--- src/logic/axi_ram_macros.svh ---
// widths fixed at build time; RAM_AW must be at least AXI_LEN_W and ADDR_LSB+RAM_AW <= AXI_ADDR_W
`ifndef AXI_RAM_MACROS_SVH
`define AXI_RAM_MACROS_SVH

// AXI ID width, echoed on B and R
`define AXI_ID_W 4

// byte address width of AW and AR
`define AXI_ADDR_W 16

// data bus width, every beat is a full word
`define AXI_DATA_W 32

`define AXI_STRB_W 4 // one strobe per byte lane

// AxLEN field, beats minus one
`define AXI_LEN_W 8

// byte offset bits dropped to get a word address
`define ADDR_LSB 2

// RAM word address width, upper word bits wrap around
`define RAM_AW 10

// R buffer entries, also the limit on beats in flight
`define RBUF_DEPTH 2

`endif

--- src/logic/axi_ram_pkg.sv ---
// shared AXI RAM types; struct widths follow the macros header, only OKAY responses exist
`include "axi_ram_macros.svh"

package axi_ram_pkg;

    // AxBURST codes, reserved code runs as INCR
    typedef enum logic [1:0] {
        burst_fixed = 2'b00,
        burst_incr  = 2'b01,
        burst_wrap  = 2'b10,
        burst_rsvd  = 2'b11
    } burst_e;

    typedef enum logic [1:0] {
        resp_okay = 2'b00
    } resp_e;

    // write path FSM
    typedef enum logic [1:0] {
        wr_idle,
        wr_data,
        wr_resp
    } wr_state_e;

    // one AW or AR request
    typedef struct packed {
        logic [`AXI_ID_W-1:0]   id;
        logic [`AXI_ADDR_W-1:0] addr;   // byte address
        logic [`AXI_LEN_W-1:0]  len;
        burst_e                 burst;
    } burst_cmd_t;

    // word address of the current beat
    typedef struct packed {
        logic [`RAM_AW-1:0] addr;
        logic               last;
    } beat_addr_t;

    // one R channel beat
    typedef struct packed {
        logic [`AXI_ID_W-1:0]   id;
        logic [`AXI_DATA_W-1:0] data;
        logic                   last;
    } r_beat_t;

endpackage

--- src/logic/axi_read_path.sv ---
// one read burst at a time; at most RBUF_DEPTH beats buffered or in flight; RBUF_DEPTH a power of 2
`include "axi_ram_macros.svh"

module axi_read_path (
    input  logic                     S_AXI_ACLK,
    input  logic                     S_AXI_ARESETN,
    input  axi_ram_pkg::burst_cmd_t  ar_cmd,
    input  logic                     ar_valid,
    output logic                     ar_ready,
    output axi_ram_pkg::r_beat_t     r_beat,
    output logic                     r_valid,
    input  logic                     r_ready,
    output logic                     ram_re,
    output logic [`RAM_AW-1:0]       ram_raddr,
    input  logic [`AXI_DATA_W-1:0]   ram_rdata
);

    localparam int PTR_W = $clog2(`RBUF_DEPTH);
    localparam int CNT_W = $clog2(`RBUF_DEPTH + 1);

    axi_ram_pkg::beat_addr_t beat;
    axi_ram_pkg::r_beat_t    rbuf_q [`RBUF_DEPTH];
    axi_ram_pkg::r_beat_t    push_beat;
    logic                    gen_active;
    logic                    ar_ready_q;
    logic                    start;
    logic                    issue;
    logic                    push;
    logic                    pop;
    logic [CNT_W:0]          committed;
    logic [CNT_W-1:0]        count_q;
    logic [PTR_W-1:0]        wr_ptr_q;
    logic [PTR_W-1:0]        rd_ptr_q;
    logic [`AXI_ID_W-1:0]    id_q;
    logic                    infl_valid_q; // RAM read outstanding
    logic                    infl_last_q;
    logic [`AXI_ID_W-1:0]    infl_id_q;

    assign start = ar_valid && ar_ready_q;
    assign push  = infl_valid_q;
    assign pop   = r_valid && r_ready;

    // slots taken after this edge without a new issue
    assign committed = (CNT_W+1)'(count_q) + (CNT_W+1)'(infl_valid_q) - (CNT_W+1)'(pop);
    assign issue     = gen_active && (committed < `RBUF_DEPTH);

    burst_addr_gen u_addr_gen (
        .S_AXI_ACLK    (S_AXI_ACLK),
        .S_AXI_ARESETN (S_AXI_ARESETN),
        .start         (start),
        .cmd           (ar_cmd),
        .step          (issue),
        .beat          (beat),
        .active        (gen_active)
    );

    assign ram_re    = issue;
    assign ram_raddr = beat.addr;

    always_ff @(posedge S_AXI_ACLK) begin
        if (!S_AXI_ARESETN) begin
            ar_ready_q   <= 1'b0;
            infl_valid_q <= 1'b0;
            count_q      <= '0;
            wr_ptr_q     <= '0;
            rd_ptr_q     <= '0;
        end else begin
            // ready again once the generator goes idle
            ar_ready_q   <= !(start || (gen_active && !(issue && beat.last)));
            infl_valid_q <= issue;
            if (push) begin
                wr_ptr_q <= wr_ptr_q + 1'b1;
            end
            if (pop) begin
                rd_ptr_q <= rd_ptr_q + 1'b1;
            end
            case ({push, pop})
                2'b10:   count_q <= count_q + 1'b1;
                2'b01:   count_q <= count_q - 1'b1;
                default: count_q <= count_q; // both or neither
            endcase
        end
    end

    // beat tags and buffer data
    always_ff @(posedge S_AXI_ACLK) begin
        if (start) begin
            id_q <= ar_cmd.id;
        end
        if (issue) begin
            infl_id_q   <= id_q;
            infl_last_q <= beat.last;
        end
        if (push) begin
            rbuf_q[wr_ptr_q] <= push_beat;
        end
    end

    assign push_beat.id   = infl_id_q;
    assign push_beat.data = ram_rdata; // RAM output valid this cycle
    assign push_beat.last = infl_last_q;

    assign ar_ready = ar_ready_q;
    assign r_beat   = rbuf_q[rd_ptr_q];
    assign r_valid  = (count_q != '0);

endmodule

--- src/logic/burst_addr_gen.sv ---
// beat address stepper; WRAP needs len of 1, 3, 7 or 15, a start while active reloads the burst
`include "axi_ram_macros.svh"

module burst_addr_gen (
    input  logic                    S_AXI_ACLK,
    input  logic                    S_AXI_ARESETN,
    input  logic                    start,
    input  axi_ram_pkg::burst_cmd_t cmd,
    input  logic                    step,
    output axi_ram_pkg::beat_addr_t beat,
    output logic                    active
);

    logic [`RAM_AW-1:0]    start_addr;
    logic [`RAM_AW-1:0]    start_mask;
    logic [`RAM_AW-1:0]    addr_q;
    logic [`RAM_AW-1:0]    next_addr;
    logic [`RAM_AW-1:0]    wrap_base_q;
    logic [`RAM_AW-1:0]    wrap_mask_q;
    logic [`AXI_LEN_W-1:0] cnt_q;
    logic [`AXI_LEN_W-1:0] len_q;
    axi_ram_pkg::burst_e   burst_q;
    logic                  active_q;

    assign start_addr = cmd.addr[`ADDR_LSB +: `RAM_AW]; // high word bits fall off
    assign start_mask = `RAM_AW'(cmd.len);             // len+1 words per wrap block

    // next word by burst rule
    always_comb begin
        case (burst_q)
            axi_ram_pkg::burst_fixed: next_addr = addr_q;
            axi_ram_pkg::burst_wrap:  next_addr = wrap_base_q | ((addr_q + 1'b1) & wrap_mask_q);
            axi_ram_pkg::burst_incr,
            axi_ram_pkg::burst_rsvd:  next_addr = addr_q + 1'b1;
            default:                  next_addr = addr_q + 1'b1;
        endcase
    end

    always_ff @(posedge S_AXI_ACLK) begin
        if (!S_AXI_ARESETN) begin
            active_q <= 1'b0;
            cnt_q    <= '0;
        end else if (start) begin
            active_q <= 1'b1;
            cnt_q    <= '0;
        end else if (step && active_q) begin
            if (cnt_q == len_q) begin
                active_q <= 1'b0; // last beat consumed
            end else begin
                cnt_q <= cnt_q + 1'b1;
            end
        end
    end

    // burst payload, loaded on start
    always_ff @(posedge S_AXI_ACLK) begin
        if (start) begin
            addr_q      <= start_addr;
            len_q       <= cmd.len;
            burst_q     <= cmd.burst;
            wrap_mask_q <= start_mask;
            wrap_base_q <= start_addr & ~start_mask;
        end else if (step && active_q) begin
            addr_q <= next_addr;
        end
    end

    assign beat.addr = addr_q;
    assign beat.last = (cnt_q == len_q);
    assign active    = active_q;

endmodule

--- config.mk ---
export PLATFORM = sky130hd
export DESIGN_NAME = axi_read_path
export DESIGN_NICKNAME = d
export VERILOG_FILES = /design/src/logic/axi_ram_pkg.sv /design/src/logic/axi_read_path.sv /design/src/logic/burst_addr_gen.sv
export VERILOG_INCLUDE_DIRS = /design/src /design/src/logic
export SDC_FILE = /design/constraint.sdc
export NUM_CORES = 1
export LEC_CHECK = 0
export ABC_AREA = 1
export BUFFER_PORTS_ARGS = -buffer_cell sky130_fd_sc_hd__buf_2
export CAP_MARGIN = 10
export CORE_ASPECT_RATIO = 1.2
export CORE_MARGIN = 2
export CORE_UTILIZATION = 58
export CTS_CLUSTER_DIAMETER = 200
export CTS_CLUSTER_SIZE = 20
export DETAILED_ROUTE_END_ITERATION = 7
export PLACE_DENSITY = 0.84
export SLEW_MARGIN = 5
export SYNTH_ARGS = -nofsm -noshare
export SYNTH_HDL_FRONTEND = slang
export SYNTH_SLANG_ARGS = --single-unit
--- constraint.sdc ---
create_clock -name S_AXI_ACLK -period 10.35 [get_ports S_AXI_ACLK]
set_input_delay 3.105 -clock S_AXI_ACLK [delete_from_list [all_inputs] [get_ports S_AXI_ACLK]]
set_output_delay 3.105 -clock S_AXI_ACLK [all_outputs]
set_load 0.02 [all_outputs]
Word-level counts from Yosys, hierarchy flattened
Memories as Yosys holds them, arrays and structs flattened. A register that Yosys moved wholly into a read port is not among the register bits.
Cells that the tools add are included.
{"block": "classes", "reduce_logical": 19, "bitwise": 6, "eq_ne": 7, "add_sub_neg": 8, "order_cmp": 1, "mux": 11}
{"op": "10-bit 2-to-1 mux", "count": 2}
{"op": "10-bit one-hot mux with 2 select lines", "count": 1}
{"op": "10-bit by 1-bit adder with 10-bit output, second input constant", "count": 1}
{"op": "10-bit AND", "count": 1}
{"op": "10-bit by 8-bit AND with 10-bit output", "count": 1}
{"op": "8-bit NOT with 10-bit output", "count": 1}
{"op": "10-bit bitwise OR", "count": 1}
{"op": "8-bit by 1-bit adder with 8-bit output, second input constant", "count": 1}
{"op": "8-bit == test", "count": 1}
{"op": "2-bit nonzero test", "count": 4}
{"op": "1-bit 2-to-1 mux", "count": 7}
{"op": "2-bit == test, second input constant", "count": 3}
{"op": "1-bit logical AND", "count": 6}
{"op": "2-bit AND reduction", "count": 3}
{"op": "2-bit by 1-bit == test with 1-bit output, second input constant", "count": 2}
{"op": "2-bit one-hot mux with 2 select lines", "count": 1}
{"op": "2-bit OR reduction", "count": 2}
{"op": "2-bit by 1-bit adder with 3-bit output", "count": 1}
{"op": "3-bit by 2-bit < comparator with 1-bit output, second input constant", "count": 1}
{"op": "3-bit by 1-bit subtractor with 3-bit output", "count": 1}
{"op": "1-bit adder, second input constant", "count": 2}
{"op": "2-bit by 1-bit adder with 2-bit output, second input constant", "count": 1}
{"op": "1-bit logical NOT", "count": 2}
{"op": "2-bit logical NOT", "count": 1}
{"op": "other kinds (4)", "count": 5}
{"block": "totals", "register_bits": 54, "output_inout_bits": 50, "word_cells": 67, "in_bits": 66, "ramBits": 74, "memories": 1}
{"memory": "rbuf_q", "words": 2, "width": 37, "rd": 1, "rd_ports_with_merged_regs": 1, "wr": 1, "line": "axi_read_path.sv:22", "rtl": "axi_ram_pkg::r_beat_t rbuf_q [`RBUF_DEPTH];"}

Logic depth before layout (Yosys ltp)
{"block": "logic_depth", "depth_word": 10, "depth_mapped": 15}

Modules after synthesis
A second synthesis with hierarchy kept.
{"block": "hier_totals", "hier_cells": 387, "area_unflattened_um2": 5392.7}
{"mod": "axi_read_path", "cells_per_inst": 174, "n_inst": 1, "area_per_inst_um2": 3445.8}
{"mod": "burst_addr_gen", "cells_per_inst": 213, "n_inst": 1, "area_per_inst_um2": 1946.9}

Worst setup path before layout
No wires, ideal clock.
{"block": "synth_path", "kind": "input-to-output", "from": "input r_ready", "to": "output ram_re", "n_path_buf": 1, "path_slack_ns": 2.522, "arrival_ns": 4.723, "cell_stages": 9, "t_required_ns": 7.245, "path_cell_list": "nand2_1 inv_1 ha_1 nor2_1 inv_1 fa_1 nand2_1 nor3_4 buf_6"}
{"block": "synth_between", "elab_chain_len": 4}
{"item": "start, declared", "line": "axi_read_path.sv:12", "rtl": "input logic r_ready,"}
{"item": "1-bit logical AND", "line": "axi_read_path.sv:41", "rtl": "assign pop = r_valid && r_ready;"}
{"item": "net pop", "line": "axi_read_path.sv:29", "rtl": "logic pop;"}
{"item": "3-bit by 1-bit subtractor with 3-bit output", "line": "axi_read_path.sv:44", "rtl": "assign committed = (CNT_W+1)'(count_q) + (CNT_W+1)'(infl_valid_q) - (CNT_W+1)'(pop);"}
{"item": "3-bit by 2-bit < comparator with 1-bit output (no line)"}
{"item": "1-bit logical AND", "line": "axi_read_path.sv:45", "rtl": "assign issue = gen_active && (committed < `RBUF_DEPTH);"}
{"item": "end, declared", "line": "axi_read_path.sv:13", "rtl": "output logic ram_re,"}
The timed path passes the listed nets, and every way through them passes these cells.

Worst setup path after layout
Same ends and word-level chain as after synthesis.

==> results.py <==
metrics = {
    "sta": {
        "fin_skew_ns": 0.00993,
        "fmax_ghz": 0.122,
        "timing.final.crit_share_pct": 79.4,
        "fin_tns_setup_ns": 0,
        "worstMarginPinSlew_ns": 1.04,
        "timing.max_slew.rel_slack_pct": 30.3,
        "finalSetupViolCount": 0,
        "final_hold_fails": 0,
        "finalCriticalPeriod_ns": 8.22,
        "setup_slack_after_layout_ns": 2.13,
        "rsz0062_at_grt": "no",
        "timing_max_transition_violations_final": 0,
    },
    "detailed_routing": {
        "highest_layer": "met4",
        "route.layer.met1.wl_um": 3850,
        "wl_met2_um": 5110,
        "drt-pass1-iter-count": 5,
        "postRouteWirelength_um": 9600,
        "drt_first_iter_violations": 164,
        "wl_per_cell_um": 15.1,
        "post_drt_via_cell_ratio": 5.17,
        "route.detailed.drc": 0,
        "via_count": 3282,
        "detail-route-antenna-nets": 0,
        "wl_met3_um": 563,
    },
    "logic_synthesis": {
        "yosysSeqAreaShare_pct": 70.1,
        "netlist.area_leader.share_pct": 64.0,
        "synth.top_cells.by_area": "sky130_fd_sc_hd__edfxtp_1 64%, sky130_fd_sc_hd__mux2_2 7.9%, sky130_fd_sc_hd__dfxtp_1 6.0%",
        "post_synth_instance_area_um2": 5300,
        "async_flop_share_pct": 0,
        "synth_warnings": 0,
        "synth.ff_latch_count": 129,
        "net_count_after_synthesis": 462,
        "synthesis.instances": 391,
        "synth-edff-count": 113,
        "dominantRegCellSynth": "sky130_fd_sc_hd__edfxtp_1",
        "post_synth_num_cell_types": 32,
        "synth_area_per_cell_um2": 13.6,
        "most_area_hungry_cell_type_in_the_yosys_netlist": "sky130_fd_sc_hd__edfxtp_1",
    },
    "clocking": {
        "clock-root-buffer": "sky130_fd_sc_hd__clkbuf_8",
        "clock_tree_sinks": 129,
        "worst_skew_pair.late_latency_ns": 0.51,
        "cts_tree": "yes",
        "clk_pin_slew_ns": 0.05,
        "cts.path.max_buffers": 2,
        "hold_buffers": 0,
        "cts.repair_timing.setup_buffer_count": 0,
        "htree_levels": 4,
        "cts_resized": 0,
        "cts_buffers": 17,
    },
    "floorplan": {
        "std_cell_rows": 38,
        "die_height_um": 109,
        "core-area_um2": 8990,
        "floorplan.initialDensity_pct": 59.0,
        "ios": 116,
        "fp.dieW_um": 91.3,
        "area_enclosed_by_the_die_boundary_um2": 9920,
    },
    "critical_path": {
        "critical_path_peak_fanout": 17,
        "cp_data_required_time_ns": 7.25,
        "critical_path_class": "input pin to output port",
        "endpoint_kind": "output port",
        "critPathArrivalTime_ns": 5.11,
        "setup.worst_path.start_class": "input pin",
        "timing.reg2reg.setup_slack_ns": 7.24,
    },
    "place": {
        "port_buffers": 109,
        "dp.final_hpwl_um": 6440,
        "detailedPlace.worstSlack_ns": 2.13,
        "placedCellCount": 604,
        "placer_congestion": 0.826,
    },
    "global_route": {
        "globalRouteOverflowTotal": 0,
        "grt_usage_pct": 20.6,
        "grt_start_max_net_pins": 42,
        "via_count_of_the_first_global_routing_pass": 3326,
        "global_route_wire_length_before_repair_um": 15500,
        "antenna_found_initial": 0,
    },
    "status": {
        "run_status": "completed",
    },
    "worst_hold_path": {
        "min-delay-path-class": "flop to flop",
    },
    "layout": {
        "syn2layout_area_growth_pct": 21.6,
        "finish.cell_count_without_fillers": 635,
        "post_route_cells_drive_above_1_share_pct": 35.3,
        "finalNetCount": 574,
        "insertedDiodeCount": 0,
        "layout_commonest_cell": "sky130_fd_sc_hd__edfxtp_1",
        "mostFrequentLayoutCells": "113 x sky130_fd_sc_hd__edfxtp_1, 109 x sky130_fd_sc_hd__buf_2, 53 x sky130_fd_sc_hd__nand2_1, 37 x sky130_fd_sc_hd__mux2_2, 35 x sky130_fd_sc_hd__inv_1",
    },
    "pwr": {
        "cellLeakagePower_nw": 2.54,
        "power-per-cell-area_nw_per_um2": 230,
        "vdd_ir_drop_max_mv": 0.126,
    },
    "job": {
        "cap_violations": 0,
    },
}
-- Yosys cell counts (2+ instances only) --
library cell and instances:
sky130_fd_sc_hd__a21oi_1 24, sky130_fd_sc_hd__a22oi_1 6, sky130_fd_sc_hd__buf_2 5, sky130_fd_sc_hd__buf_4 10, sky130_fd_sc_hd__buf_6 2, sky130_fd_sc_hd__clkbuf_1 2
sky130_fd_sc_hd__dfxtp_1 16, sky130_fd_sc_hd__edfxtp_1 113, sky130_fd_sc_hd__ha_1 4, sky130_fd_sc_hd__inv_1 35, sky130_fd_sc_hd__mux2_2 37, sky130_fd_sc_hd__nand2_1 53
sky130_fd_sc_hd__nand2_4 2, sky130_fd_sc_hd__nand3_1 14, sky130_fd_sc_hd__nor2_1 28, sky130_fd_sc_hd__nor3_1 2, sky130_fd_sc_hd__o211ai_1 3, sky130_fd_sc_hd__o21ai_0 11
sky130_fd_sc_hd__o21bai_1 2, sky130_fd_sc_hd__xnor2_1 5, sky130_fd_sc_hd__xor2_1 6
-- kinds of logic (layout without fill, tap and decap cells) --
group           count (synthesis)  after routing  synth area share [%]
xor+xnor                       11             11                  1.82
compound gates                 48             48                  5.15
mux                            37             37                  7.86
buf+inv                        56            180                  5.08
flops                         129            129                  70.1
fa+ha+maj                       5              5                  1.32
simple gates                  105            105                  8.69
-- worst max-delay path, stage by stage --
cell,delay [ns]
sky130_fd_sc_hd__buf_2,0.10
sky130_fd_sc_hd__nand2_1,0.05
sky130_fd_sc_hd__inv_1,0.06
sky130_fd_sc_hd__ha_1,0.34
sky130_fd_sc_hd__nor2_1,0.12
sky130_fd_sc_hd__inv_1,0.08
sky130_fd_sc_hd__fa_1,0.51
sky130_fd_sc_hd__nand2_1,0.11
sky130_fd_sc_hd__nor3_4,0.18
sky130_fd_sc_hd__buf_4,0.26
sky130_fd_sc_hd__buf_2,0.21
-- worst paths after layout --
path	cells past startpoint	to	start
hold / removal	0	infl_id_q[2]$_DFFE_PP_	id_q[2]$_DFFE_PP_
setup / recovery	11	ram_re	r_ready
hold reg to reg	0	infl_id_q[2]$_DFFE_PP_	id_q[2]$_DFFE_PP_
setup reg to reg	13	u_addr_gen.addr_q[5]$_DFFE_PP_	count_q[1]$_SDFFE_PN0N_
-- per-layer routing --
metal / global-route usage, % / vias to the layer above
li1: - / 1599
met1: 23.6 / 1559
met2: 36.2 / 116
met3: 6.63 / 8
met4: 8.01 / 0
met5: 0 / -
-- area by class of cell --
type | instances | area, um2
Sequential cell | 129 | 3710
Fill cell | 613 | 2540
Multi-Input combinational cell | 206 | 1320
Timing Repair Buffer | 112 | 568
Clock buffer | 24 | 460
Tap cell | 120 | 150
Inverter | 37 | 139
Clock inverter | 7 | 86.3
-- sequential cells by signal, indices dropped and copies added (netlist names), named ones only --
register	cells
u_addr_gen.addr_q	10
u_addr_gen.len_q	8
id_q	4
ar_ready	1
rbuf_q	74
u_addr_gen.wrap_base_q	10
infl_last_q	1
u_addr_gen.cnt_q	8
rd_ptr_q	1
infl_id_q	4
infl_valid_q	1
wr_ptr_q	1
u_addr_gen.active	1
count_q	2
u_addr_gen.burst_q	2
-- where the power goes --
group | switching, W | internal [W] | total [W]
sequential | 0.0000399 | 0.000615 | 0.000655
clock | 0.000193 | 0.000351 | 0.000544
combinational | 0.000166 | 0.000113 | 0.000279
-- metrics by stage --
| step | total power [W] | utilization, % | area, um2 | hold WS, ns |
|---|---|---|---|---|
| after global placement | 0.000928 | 65.6 | 5900 | 0.401 |
| after CTS | 0.00149 | 71.7 | 6440 | 0.429 |
| after global routing | 0.00154 | 71.7 | 6440 | 0.431 |
| after detailed placement | 0.000943 | 65.6 | 5900 | 0.417 |
| after floorplan | 0.000861 | - | 5300 | 0.400 |
| final | 0.00148 | 71.7 | 6440 | 0.426 |
No activity file was read; power rests on OpenSTA's default activity.
