<file path="src/logic/axi_ram_macros.svh">
// widths fixed at build time; RAM_AW must be at least AXI_LEN_W and ADDR_LSB+RAM_AW <= AXI_ADDR_W
`ifndef AXI_RAM_MACROS_SVH
`define AXI_RAM_MACROS_SVH

// AXI ID width, echoed on B and R
`define AXI_ID_W 4

// byte address width of AW and AR
`define AXI_ADDR_W 16

// data bus width, every beat is a full word
`define AXI_DATA_W 32

`define AXI_STRB_W 4 // one strobe per byte lane

// AxLEN field, beats minus one
`define AXI_LEN_W 8

// byte offset bits dropped to get a word address
`define ADDR_LSB 2

// RAM word address width, upper word bits wrap around
`define RAM_AW 10

// R buffer entries, also the limit on beats in flight
`define RBUF_DEPTH 2

`endif

</file>
<file path="src/logic/axi_ram_pkg.sv">
// shared AXI RAM types; struct widths follow the macros header, only OKAY responses exist
`include "axi_ram_macros.svh"

package axi_ram_pkg;

    // AxBURST codes, reserved code runs as INCR
    typedef enum logic [1:0] {
        burst_fixed = 2'b00,
        burst_incr  = 2'b01,
        burst_wrap  = 2'b10,
        burst_rsvd  = 2'b11
    } burst_e;

    typedef enum logic [1:0] {
        resp_okay = 2'b00
    } resp_e;

    // write path FSM
    typedef enum logic [1:0] {
        wr_idle,
        wr_data,
        wr_resp
    } wr_state_e;

    // one AW or AR request
    typedef struct packed {
        logic [`AXI_ID_W-1:0]   id;
        logic [`AXI_ADDR_W-1:0] addr;   // byte address
        logic [`AXI_LEN_W-1:0]  len;
        burst_e                 burst;
    } burst_cmd_t;

    // word address of the current beat
    typedef struct packed {
        logic [`RAM_AW-1:0] addr;
        logic               last;
    } beat_addr_t;

    // one R channel beat
    typedef struct packed {
        logic [`AXI_ID_W-1:0]   id;
        logic [`AXI_DATA_W-1:0] data;
        logic                   last;
    } r_beat_t;

endpackage

</file>
<file path="src/logic/axi_write_path.sv">
// one write burst at a time; burst ends by beat count; a stalled B blocks the next AW
`include "axi_ram_macros.svh"

module axi_write_path (
    input  logic                     S_AXI_ACLK,
    input  logic                     S_AXI_ARESETN,
    input  axi_ram_pkg::burst_cmd_t  aw_cmd,
    input  logic                     aw_valid,
    output logic                     aw_ready,
    input  logic [`AXI_DATA_W-1:0]   wdata,
    input  logic [`AXI_STRB_W-1:0]   wstrb,
    input  logic                     w_valid,
    output logic                     w_ready,
    output logic [`AXI_ID_W-1:0]     bid,
    output axi_ram_pkg::resp_e       bresp,
    output logic                     b_valid,
    input  logic                     b_ready,
    output logic                     ram_we,
    output logic [`RAM_AW-1:0]       ram_waddr,
    output logic [`AXI_DATA_W-1:0]   ram_wdata,
    output logic [`AXI_STRB_W-1:0]   ram_wstrb
);

    axi_ram_pkg::wr_state_e  state_q;
    axi_ram_pkg::wr_state_e  state_d;
    axi_ram_pkg::beat_addr_t beat;
    logic                    aw_ready_q;
    logic                    aw_hs;
    logic                    w_hs;
    logic [`AXI_ID_W-1:0]    id_q;

    assign aw_hs = aw_valid && aw_ready_q;
    assign w_hs  = w_valid && w_ready;

    burst_addr_gen u_addr_gen (
        .S_AXI_ACLK    (S_AXI_ACLK),
        .S_AXI_ARESETN (S_AXI_ARESETN),
        .start         (aw_hs),
        .cmd           (aw_cmd),
        .step          (w_hs),
        .beat          (beat),
        .active        ()
    );

    always_comb begin
        state_d = state_q;
        case (state_q)
            axi_ram_pkg::wr_idle: begin
                if (aw_hs) begin
                    state_d = axi_ram_pkg::wr_data;
                end
            end
            axi_ram_pkg::wr_data: begin
                if (w_hs && beat.last) begin
                    state_d = axi_ram_pkg::wr_resp;
                end
            end
            axi_ram_pkg::wr_resp: begin
                if (b_ready) begin
                    state_d = axi_ram_pkg::wr_idle; // B accepted
                end
            end
            default: state_d = axi_ram_pkg::wr_idle;
        endcase
    end

    always_ff @(posedge S_AXI_ACLK) begin
        if (!S_AXI_ARESETN) begin
            state_q    <= axi_ram_pkg::wr_idle;
            aw_ready_q <= 1'b0;
        end else begin
            state_q    <= state_d;
            aw_ready_q <= (state_d == axi_ram_pkg::wr_idle); // tracks wr_idle
        end
    end

    // ID held for the B response
    always_ff @(posedge S_AXI_ACLK) begin
        if (aw_hs) begin
            id_q <= aw_cmd.id;
        end
    end

    assign aw_ready = aw_ready_q;
    assign w_ready  = (state_q == axi_ram_pkg::wr_data);

    // strobed write lands at the W handshake edge
    assign ram_we    = w_hs;
    assign ram_waddr = beat.addr;
    assign ram_wdata = wdata;
    assign ram_wstrb = wstrb;

    assign b_valid = (state_q == axi_ram_pkg::wr_resp);
    assign bid     = id_q;
    assign bresp   = axi_ram_pkg::resp_okay;

endmodule

</file>
<file path="src/logic/burst_addr_gen.sv">
// beat address stepper; WRAP needs len of 1, 3, 7 or 15, a start while active reloads the burst
`include "axi_ram_macros.svh"

module burst_addr_gen (
    input  logic                    S_AXI_ACLK,
    input  logic                    S_AXI_ARESETN,
    input  logic                    start,
    input  axi_ram_pkg::burst_cmd_t cmd,
    input  logic                    step,
    output axi_ram_pkg::beat_addr_t beat,
    output logic                    active
);

    logic [`RAM_AW-1:0]    start_addr;
    logic [`RAM_AW-1:0]    start_mask;
    logic [`RAM_AW-1:0]    addr_q;
    logic [`RAM_AW-1:0]    next_addr;
    logic [`RAM_AW-1:0]    wrap_base_q;
    logic [`RAM_AW-1:0]    wrap_mask_q;
    logic [`AXI_LEN_W-1:0] cnt_q;
    logic [`AXI_LEN_W-1:0] len_q;
    axi_ram_pkg::burst_e   burst_q;
    logic                  active_q;

    assign start_addr = cmd.addr[`ADDR_LSB +: `RAM_AW]; // high word bits fall off
    assign start_mask = `RAM_AW'(cmd.len);             // len+1 words per wrap block

    // next word by burst rule
    always_comb begin
        case (burst_q)
            axi_ram_pkg::burst_fixed: next_addr = addr_q;
            axi_ram_pkg::burst_wrap:  next_addr = wrap_base_q | ((addr_q + 1'b1) & wrap_mask_q);
            axi_ram_pkg::burst_incr,
            axi_ram_pkg::burst_rsvd:  next_addr = addr_q + 1'b1;
            default:                  next_addr = addr_q + 1'b1;
        endcase
    end

    always_ff @(posedge S_AXI_ACLK) begin
        if (!S_AXI_ARESETN) begin
            active_q <= 1'b0;
            cnt_q    <= '0;
        end else if (start) begin
            active_q <= 1'b1;
            cnt_q    <= '0;
        end else if (step && active_q) begin
            if (cnt_q == len_q) begin
                active_q <= 1'b0; // last beat consumed
            end else begin
                cnt_q <= cnt_q + 1'b1;
            end
        end
    end

    // burst payload, loaded on start
    always_ff @(posedge S_AXI_ACLK) begin
        if (start) begin
            addr_q      <= start_addr;
            len_q       <= cmd.len;
            burst_q     <= cmd.burst;
            wrap_mask_q <= start_mask;
            wrap_base_q <= start_addr & ~start_mask;
        end else if (step && active_q) begin
            addr_q <= next_addr;
        end
    end

    assign beat.addr = addr_q;
    assign beat.last = (cnt_q == len_q);
    assign active    = active_q;

endmodule

</file>
<file path="config.mk">
export PLATFORM = sky130hd
export DESIGN_NAME = axi_write_path
export DESIGN_NICKNAME = d
export VERILOG_FILES = /design/src/logic/axi_ram_pkg.sv /design/src/logic/axi_write_path.sv /design/src/logic/burst_addr_gen.sv
export VERILOG_INCLUDE_DIRS = /design/src /design/src/logic
export SDC_FILE = /design/constraint.sdc
export NUM_CORES = 1
export LEC_CHECK = 0
export BUFFER_PORTS_ARGS = -buffer_cell sky130_fd_sc_hd__buf_2
export CAP_MARGIN = 20
export CELL_PAD_IN_SITES_DETAIL_PLACEMENT = 1
export CELL_PAD_IN_SITES_GLOBAL_PLACEMENT = 2
export CORE_MARGIN = 2
export CORE_UTILIZATION = 29
export CTS_CLUSTER_SIZE = 8
export DETAILED_ROUTE_END_ITERATION = 10
export PLACE_DENSITY = 0.95
export SLEW_MARGIN = 25
export SYNTH_ARGS = -nofsm -noshare
export SYNTH_HDL_FRONTEND = slang
export SYNTH_SLANG_ARGS = --single-unit
</file>
<file path="constraint.sdc">
create_clock -name S_AXI_ACLK -period 6.6 [get_ports S_AXI_ACLK]
set_clock_uncertainty 0.05 [all_clocks]
set_input_delay 1.98 -clock S_AXI_ACLK [delete_from_list [all_inputs] [get_ports S_AXI_ACLK]]
set_output_delay 1.98 -clock S_AXI_ACLK [all_outputs]
set_load 0.05 [all_outputs]
</file>
Yosys cells after proc, flatten, opt, wreduce, memory -nomap -nowiden. Index checks and enable logic that the tools add are counted.

Bits in registers: 46. Output and inout bits: 56.

Reduce and logical (&&, ||, !) cells: 14. $add $sub $neg: 2. Eq/ne operators: 7. Muxes and demuxes: 10. Bitwise gates (word level): 6.

Operator list (count): $mux 10 (2); $pmux 10 s2 (1); $add 10x1->10 const B (1); $and 10x10->10 (1); $and 10x8->10 (1); $not 8->10 (1); $or 10x10->10 (1); $add 8x1->8 const B (1); $eq 8x8->1 (1); $eq 2x2->1 const B (3); $logic_not 2->1 (3); $mux 2 (3); $pmux 2 s3 (1); $reduce_and 2->1 (3); $eq 2x1->1 const B (2); $logic_and 1x1->1 (4); $reduce_bool 2->1 (2); $reduce_or 2->1 (2); $mux 1 (3); $ne 2x2->1 const B (1); $not 1->1 (2).

Longest topological paths before layout. Gate-level depths: netlist of run 1.

Word-level depth: 6. Depth in mapped cells: 6. Mapped depth without buffers: 5.

Modules after synthesis. A second synthesis of run 1 with hierarchy kept.

Cell total of the unflattened synthesis: 221. Area, all modules: 2438.6 µm².

By module, submodules not included: burst_addr_gen (cells each 164, times used 1, sequential area each 1081.0 µm², area each 1885.6 µm²); axi_write_path (cells each 57, times used 1, sequential area each 180.2 µm², area each 553.0 µm²).

Worst setup path after synthesis of run 1. No wires, ideal clock.

Path type: input to output. From: input w_valid. To: output ram_we. Arrival: 2.486 ns. Stages: 1. Path buffers: 0. Slack: 2.084 ns. Data required time: 4.570 ns. Cell sequence: and3b_1.

Word-level cells in the longest chain between the ends: 1.

RTL lines: start, declared (line axi_write_path.sv:12) `input logic w_valid,`; $logic_and 1x1->1 (line axi_write_path.sv:33) `assign w_hs = w_valid && w_ready;`; end, declared (line axi_write_path.sv:18) `output logic ram_we,`.

Every way passes these cells.

Final worst setup path of run 1. Ends and elaborated chain as after synthesis.

==> impl_metrics.yaml, run 1 <==
timing:
  finalHoldViolations: 0
  fmax_mhz: 214.8
  setup_tns_ns: 0
  slew_headroom: 0.6668
  post-route-period-util: 0.7054
  setup-violations-final: 0
  fin_hold_ws_ns: 0.4558
  worstMarginPinSlew_ns: 0.4986
  drv_slew: 0
  rsz0062_at_grt: "false"
  min_period_ns: 4.656
worst_hold_path:
  worstHoldPathType: "flip-flop to flip-flop"
  min_from: "u_addr_gen.cnt_q[7]"
  holdPathEnd: "u_addr_gen.cnt_q[7]"
  holdPathStages: 2
synth:
  async_flop_share: 0
  yosys_warnings: 0
  synth-seq-cells: 46
  avgSynthCellArea_um2: 10.70
  yosysTopAreaCellShare: 0.4010
  synth-edff-count: 34
  synthesis.area_um2: 2546
  ys_types: 46
  synth_top_cells_by_count: "38 x buf_4, 34 x edfxtp_1, 21 x nand2_1"
  yosysSeqAreaShare: 0.4953
  synth_most_common_cell: "buf_4"
  synth_ff_type: "edfxtp_1"
  synth_top_area_cell: "edfxtp_1"
  syn_inst: 238
  ys_top_cells_by_area: "edfxtp_1 40%, buf_4 11%, dfxtp_1 9.4%"
global_route:
  overflow: 0
  antenna_found_initial: 0
  grt_pass1_vias: 1824
  track_usage: 0.1204
  grt_pass1_wl_um: 9356
  grt_max_degree: 37
floorplanning:
  coreArea_um2: 8636
  die_h_um: 97.70
  die_width_um: 97.70
  pin_count: 127
  initial_core_util: 0.2948
  rows: 34
  dieArea_um2: 9545
drt:
  wl_met1_um: 2560
  wl_met3_um: 277
  viasPerCell: 4.885
  totalWireLength_um: 5576
  ant_nets: 0
  wl_met2_um: 2647
  drcViolationCount: 0
  via_count: 1744
  drt_iter0_markers: 142
  top_layer: "met4"
  drt-wirelength-per-cell_um: 15.62
  first_pass_iters: 4
worst_setup_path:
  max_stage_delay_ns: 0.30
  worstReg2RegEnd: "u_addr_gen.addr_q[0]"
  crit_buf_inv: 2
  cp.arrival_ns: 2.63
  cp-start-kind: "input port"
  crit_fanout: 4
  crit_required_ns: 4.57
  critical_path_class: "input port to output port"
  slowest_stage: "buf_2"
  cp_common_cell: "buf_2"
  cp_top_family: "buffers and inverters"
  reg2reg_depth: 3
  endpoint_kind: "output port"
  crit_chain: "buf_2, and3b_1, buf_2"
  reg2reg_slack_ns: 4.76
  r2r-start: "state_q[0]"
clocking:
  cts_tree: "done"
  clock_latency_ns: 0.31
  cts_setup_buffers: 0
  cts_buffers: 5
  cts_resized: 0
  clk_pin_slew_ns: 0.09
  cts_root_buffer: "clkbuf_8"
  ctsLongestPathBuffers: 2
  cts_sinks: 46
  htree_levels: 2
  cts_hold_buf: 0
final_layout:
  drive_gt1_frac: 0.2651
  design_area_um2: 2726
  diodes: 0
  nNetsFinal: 321
  synthToLayoutAreaGrowth_pct: 7.076
power:
  power_switching_uw: 164.8
  p_sw_frac: 0.2478
  combinationalPowerShare: 0.118
  power.internal_uw: 500.4
  power.share.clock: 0.375
  pwr-share-seq: 0.507
  p_leak_nw: 1.022
  power.density_nw_per_um2: 244.0
  vdd_drop_max_mv: 0.1604
run_status:
  status: "completed"
flow_run:
  drv_cap: 0
place:
  dp_hpwl_um: 3943
  gp_congestion: 0.7440
  portBuffers: 46
  dpl_cell_area_um2: 2594
metrics by stage:
step             util  instances  setup slack [ns]  power [mW]
2_1_floorplan       -        239             2.084      0.4553
3_3_place_gp   0.3003        349             1.977      0.4199
3_5_place_dp   0.3003        349             1.950      0.4228
4_1_cts        0.3157        357             1.948      0.6693
5_1_grt        0.3157        357             1.908      0.6919
6_report       0.3157        357             1.944      0.6652
placed cells by master (no fill, tap or decap), types with 4 or more instances in the layout:
| cell | instances |
|---|---|
| a21oi_1 | 9 |
| buf_2 | 46 |
| clkbuf_8 | 5 |
| dfxtp_1 | 12 |
| edfxtp_1 | 34 |
| inv_1 | 4 |
| mux2i_1 | 6 |
| nand2_1 | 21 |
| nand2b_1 | 6 |
| nand3_1 | 6 |
| nand4_1 | 4 |
| nor2_1 | 10 |
| nor2b_1 | 11 |
| o21ai_0 | 10 |
| xor2_1 | 10 |
worst min-delay path: stages (launching register included):
cell,delay [ns]
dfxtp_1,0.34
nand2_1,0.06
mux2i_1,0.06
area by class of cell:
type                       instances  area [µm²]
timing repair buffer              49       252.7
clock buffer                       5       68.82
fill                             974        5909
sequential                        46        1261
tap                              108       135.1
clock inverter                     3       63.81
inverter                           4       15.01
multi-input combinational        142       929.6
how the worst max path moves through the flow:
stage	startpoint	endpoint	slack (ns)	cells past startpoint
finish	w_valid	ram_we	1.94	3
detailed placement	w_valid	ram_we	1.95	3
global route	w_valid	ram_we	1.91	3
CTS	w_valid	ram_we	1.95	3
global placement	w_valid	ram_we	1.98	3
floorplan	w_valid	ram_we	2.08	1
per-layer routing:
layer / global-route usage / up-vias
met5: 0 / -
met4: 0.03846 / 0
met3: 0.02878 / 10
met2: 0.1958 / 55
met1: 0.1591 / 843
li1: - / 836
sequential cells by signal, indices dropped and copies added (netlist names):
name and flops:
state_q 2, u_addr_gen.cnt_q 8, u_addr_gen.active 1, u_addr_gen.addr_q 10, aw_ready 1, u_addr_gen.wrap_base_q 10
u_addr_gen.burst_q 2, bid 4, u_addr_gen.len_q 8
cells by family (layout without fill, tap and decap cells):
group | Yosys count | in the layout | synth area share
AOI/OAI and AO/OA | 47 | 47 | 0.1317
xor gates and xnor gates | 11 | 11 | 0.03784
adders and majority gates | 2 | 2 | 0.009826
buffers and inverters | 51 | 61 | 0.1410
DFF | 46 | 46 | 0.4953
muxes | 6 | 6 | 0.02359
other | 1 | 2 | 0.001473
and+or+nand+nor | 74 | 74 | 0.1592
power groups by stage:
| stage | Sequential [mW] | Combinational, mW | Clock (mW) |
|---|---|---|---|
| floorplan | 0.357 | 0.0978 | 0 |
| global placement | 0.343 | 0.0771 | 0 |
| detailed placement | 0.344 | 0.0792 | 0 |
| CTS | 0.337 | 0.0797 | 0.253 |
| global route | 0.339 | 0.0866 | 0.266 |
| finish | 0.337 | 0.0786 | 0.250 |
(Power assumes the default switching activity.)
==> run 2, diff against run 1 <==
--- a/config.mk
+++ b/config.mk
@@ -11,10 +11,10 @@
 export CELL_PAD_IN_SITES_DETAIL_PLACEMENT = 1
 export CELL_PAD_IN_SITES_GLOBAL_PLACEMENT = 2
 export CORE_MARGIN = 2
-export CORE_UTILIZATION = 29
+export CORE_UTILIZATION = 24
 export CTS_CLUSTER_SIZE = 8
 export DETAILED_ROUTE_END_ITERATION = 10
-export PLACE_DENSITY = 0.95
+export PLACE_DENSITY = 0.85
 export SLEW_MARGIN = 25
 export SYNTH_ARGS = -nofsm -noshare
 export SYNTH_HDL_FRONTEND = slang
==> constraint.sdc (replaced) <==
create_clock -name S_AXI_ACLK -period 3.9 [get_ports S_AXI_ACLK]
set_clock_uncertainty 0.05 [all_clocks]
set_input_delay 1.17 -clock S_AXI_ACLK [delete_from_list [all_inputs] [get_ports S_AXI_ACLK]]
set_output_delay 1.17 -clock S_AXI_ACLK [all_outputs]
set_load 0.05 [all_outputs]
==> run 2 against run 1 <==
  * Setup slack lost 1.1 ns
  * Critical path type unchanged
  * Die area increased by 20%
  * Via count is 1.4% higher
==> impl_metrics.yaml, run 2 (synthesized netlist as in run 1, its figures left out) <==
global_route:
  track_usage: 0.1067
  grt_max_degree: 29
  grt_pass1_vias: 1843
  antenna_found_initial: 0
  grt_pass1_wl_um: 9549
  overflow: 0
floorplanning:
  pin_count: 127
  die_h_um: 107
  rows: 37
  coreArea_um2: 10320
  initial_core_util: 0.2466
  die_width_um: 107
  dieArea_um2: 11450
worst_setup_path:
  crit_buf_inv: 2
  max_stage_delay_ns: 0.29
  endpoint_kind: "output port"
  cp_top_family: "buffers and inverters"
  crit_required_ns: 2.68
  setup.worst_path.start: "w_valid"
  r2r-start: "aw_ready"
  crit_fanout: 4
  cp.arrival_ns: 1.82
  cp_common_cell: "buf_2"
  slowest_stage: "buf_2"
  cp-start-kind: "input port"
  crit_chain: "buf_2, and3b_1, buf_2"
  critical_path_class: "input port to output port"
clocking:
  cts_resized: 0
  cts_root_buffer: "clkbuf_8"
  cts_setup_buffers: 0
  clk_pin_slew_ns: 0.09
  clock_latency_ns: 0.30
  cts_hold_buf: 0
  cts_tree: "done"
  cts_buffers: 5
  ctsLongestPathBuffers: 2
  cts_sinks: 46
  htree_levels: 2
place:
  dp_hpwl_um: 4265
  gp_congestion: 0.7667
  dpl_cell_area_um2: 2629
  portBuffers: 46
timing:
  setup-violations-final: 0
  fmax_mhz: 329.2
  slew_headroom: 0.6144
  finalHoldViolations: 0
  fin_hold_ws_ns: 0.4409
  setup_tns_ns: 0
  rsz0062_at_grt: "false"
  worstMarginPinSlew_ns: 0.5784
  drv_slew: 0
  min_period_ns: 3.038
  post-route-period-util: 0.7789
power:
  power.density_nw_per_um2: 387.9
  power_mw: 1.062
  p_leak_nw: 1.008
  vdd_drop_max_mv: 0.1233
drt:
  first_pass_iters: 4
  viasPerCell: 4.592
  ant_nets: 0
  drt_iter0_markers: 41
  via_count: 1768
  drt-wirelength-per-cell_um: 15.28
  totalWireLength_um: 5882
  drcViolationCount: 0
flow_run:
  drv_cap: 0
final_layout:
  layout_commonest_cell: "buf_2"
  nNetsFinal: 321
  top_regs: "u_addr_gen.addr_q: 10 flops, u_addr_gen.wrap_base_q: 10 flops"
  drive_gt1_frac: 0.2651
  diodes: 0
  synthToLayoutAreaGrowth_pct: 7.568
  design_area_um2: 2739
  final_cell_mix: "46 x buf_2, 34 x edfxtp_1, 21 x nand2_1"
worst_hold_path:
  worstHoldPathType: "flip-flop to flip-flop"
  min_from: "u_addr_gen.cnt_q[7]"
run_status:
  status: "completed"
==> run 2: changes by cell type in the layout (fill, tap and decap cells not counted), sizes merged <==
cell | before | now
bufinv | 2 | 1
clkbuf | 5 | 6
clkinv | 1 | 0
clkinvlp | 0 | 1
==> run 2: where the power goes <==
part           leakage [nW]  switching, mW  total [mW]  internal [mW]
Combinational         0.543         0.0928       0.134         0.0413
Sequential            0.414         0.0189       0.571          0.552
Clock                0.0514          0.166       0.358          0.191
Total                  1.01          0.278        1.06          0.784
==> run 2: tightest hold or removal path, cell delays in order, from the launching register on <==
cell and delay [ns]:
dfxtp_1 0.34, nand2_1 0.06, mux2i_1 0.05
==> run 2: routing by layer <==
layer / GRT usage / vias up / part of all wire
met1: 0.1329 / 865 / 0.46
met4: 0.05937 / 0 / 0.028
met2: 0.1733 / 52 / 0.47
li1: - / 834 / -
met3: 0.02006 / 17 / 0.043
met5: 0 / - / 0
==> run 2: final cells by class <==
type	count	area, µm²
well taps	136	170.2
inverters	4	15.01
clock inverters	2	37.54
fillers	1174	7585
flip-flops and latches	46	1261
multi-input cells	142	929.6
repair buffers	49	252.7
clock buffers	6	72.57
==> run 2: worst paths after layout <==
check / to / slack [ns] / depth (start not counted)
worst min register to register: u_addr_gen.cnt_q[7] / 0.44 / 2
worst min-delay path: u_addr_gen.cnt_q[7] / 0.44 / 2
worst max register to register: u_addr_gen.addr_q[2] / 1.89 / 4
worst max-delay path: ram_we / 0.86 / 3
==> run 2: metrics by stage <==
step,utilization,cells,worst slack (ns)
after floorplan,-,239,1.004
after global placement,0.2546,377,0.8930
after detailed placement,0.2546,377,0.8652
after CTS,0.2653,385,0.8628
after global routing,0.2653,385,0.8361
final,0.2653,385,0.8622
==> run 3, diff against run 2 <==
==> constraint.sdc (replaced) <==
create_clock -name S_AXI_ACLK -period 2.5 [get_ports S_AXI_ACLK]
set_clock_uncertainty 0.05 [all_clocks]
set_input_delay 0.75 -clock S_AXI_ACLK [delete_from_list [all_inputs] [get_ports S_AXI_ACLK]]
set_output_delay 0.75 -clock S_AXI_ACLK [all_outputs]
set_load 0.05 [all_outputs]
==> run 3 against run 2 <==
  * Largest power group unchanged
  * Via count rose by 0.11%
  * Power rose by 49%
  * Sequential cell count did not move
  * Sequential power rose by 55%
  * Hold slack improved by 0.0084 ns
  * Count of clock-buffer cells in the layout rose by 2
  * Non-clock buffer count rose by 3
  * Die area did not move
  * Setup slack got worse by 0.55 ns
  * Highest routed layer unchanged
  * Register-to-register slack got worse by 1.3 ns
==> impl_metrics.yaml, run 3 (synthesized netlist as in run 1, its figures left out) <==
timing:
  worstMarginPinSlew_ns: 0.5555
  fmax_mhz: 456.9
  setup-violations-final: 0
  min_period_ns: 2.189
  finalHoldViolations: 0
  rsz0062_at_grt: "false"
  post-route-period-util: 0.8754
  fin_hold_ws_ns: 0.4493
  slew_headroom: 0.6266
  setup_tns_ns: 0
  drv_slew: 0
drt:
  drt_iter0_markers: 80
  via_count: 1770
  first_pass_iters: 4
  viasPerCell: 4.562
  drt-wirelength-per-cell_um: 15.37
  totalWireLength_um: 5962
  drcViolationCount: 0
  ant_nets: 0
final_layout:
  final_cell_mix: "46 x buf_2, 34 x edfxtp_1, 21 x nand2_1"
  drive_gt1_frac: 0.2698
  synthToLayoutAreaGrowth_pct: 8.157
  final_core_util: 0.2668
  fillers: 1173
  top_regs: "u_addr_gen.addr_q: 10 flops, u_addr_gen.wrap_base_q: 10 flops"
  diodes: 0
  layout_commonest_cell: "buf_2"
  nNetsFinal: 324
power:
  power.share.clock: 0.301
  combinationalPowerShare: 0.139
  power_mw: 1.583
  p_sw_frac: 0.2691
  power_switching_uw: 426.0
  power.density_nw_per_um2: 574.9
  vdd_drop_max_mv: 0.2284
  p_leak_nw: 1.020
  pwr-share-seq: 0.560
  power.internal_mw: 1.157
worst_setup_path:
  cp_common_cell: "buf_2"
  max_stage_delay_ns: 0.30
  slowest_stage: "buf_2"
  critical_path_class: "input port to output port"
  cp-start-kind: "input port"
  crit_fanout: 4
  crit_chain: "buf_2, and3b_1, buf_2"
  cp.arrival_ns: 1.39
  crit_required_ns: 1.70
  endpoint_kind: "output port"
floorplanning:
  coreArea_um2: 10320
  die_width_um: 107
  dieArea_um2: 11450
  initial_core_util: 0.2466
  die_h_um: 107
  rows: 37
  pin_count: 127
run_status:
  status: "completed"
global_route:
  grt_pass1_vias: 1857
  grt_pass1_wl_um: 9749
  track_usage: 0.1098
  grt_max_degree: 30
  overflow: 0
  antenna_found_initial: 0
place:
  dp_hpwl_um: 4489
  gp_congestion: 0.7609
  portBuffers: 46
flow_run:
  drv_cap: 0
clocking:
  cts_hold_buf: 0
  cts_sinks: 46
  clock_latency_ns: 0.30
  cts_root_buffer: "clkbuf_8"
  cts_setup_buffers: 0
  ctsLongestPathBuffers: 2
  cts_buffers: 5
  htree_levels: 2
  clk_pin_slew_ns: 0.09
  cts_tree: "done"
  cts_resized: 0
worst_hold_path:
  worstHoldPathType: "flip-flop to flip-flop"
run 3: cell count changes in the layout (fill, tap and decap cells not counted), sizes merged:
cell	delta
buf	+3
clkinvlp	-1
bufinv	-1
clkbuf	+2
run 3: worst max-delay path: cells and delay by family:
family	cells	cell delay, ns
buffers and inverters	2	0.40
and+or+nand+nor	1	0.24
run 3: metal layers:
| metal | track usage | part of all wire | vias up | wire (µm) |
|---|---|---|---|---|
| li1 | - | - | 840 | - |
| met2 | 0.1870 | 0.50 | 44 | 2968 |
| met4 | 0.04824 | 0.018 | 0 | 108 |
| met1 | 0.1348 | 0.44 | 872 | 2651 |
| met3 | 0.02067 | 0.039 | 14 | 234 |
| met5 | 0 | 0 | - | 0 |
run 3: final timing paths:
| check | end | from | cells after the start | slack [ns] |
|---|---|---|---|---|
| worst max-delay path | ram_we | w_valid | 3 | 0.31 |
| worst min-delay path | u_addr_gen.cnt_q[7] | u_addr_gen.cnt_q[7] | 2 | 0.45 |
| worst min register to register | u_addr_gen.cnt_q[7] | u_addr_gen.cnt_q[7] | 2 | 0.45 |
| worst max register to register | state_q[0] | u_addr_gen.len_q[0] | 5 | 0.64 |
run 3: area by class of cell:
class,instances,area [µm²],share of cell area
Sequential cell,46,1261,0.4580
Multi-Input combinational cell,142,929.6,0.3376
Timing Repair Buffer,52,287.8,0.1045
Tap cell,136,170.2,0.06179
Clock buffer,8,90.09,0.03271
Inverter,4,15.01,0.005452
run 3: metrics by stage:
step           setup WS (ns)  instance area [µm²]  cells
3_3_place_gp          0.3313                 2664    380
4_1_cts               0.3066                 2754    388
5_1_grt               0.2295                 2754    388
2_1_floorplan        0.07424                 2550    239
6_report              0.3115                 2754    388
3_5_place_dp          0.3076                 2664    380
run 3: power by group through the flow:
stage / combinational (mW) / sequential (mW) / clock [mW]
2_1_floorplan: 0.258 / 0.944 / 0
3_3_place_gp: 0.215 / 0.903 / 0
3_5_place_dp: 0.222 / 0.906 / 0
4_1_cts: 0.222 / 0.888 / 0.496
5_1_grt: 0.240 / 0.891 / 0.527
6_report: 0.220 / 0.887 / 0.476
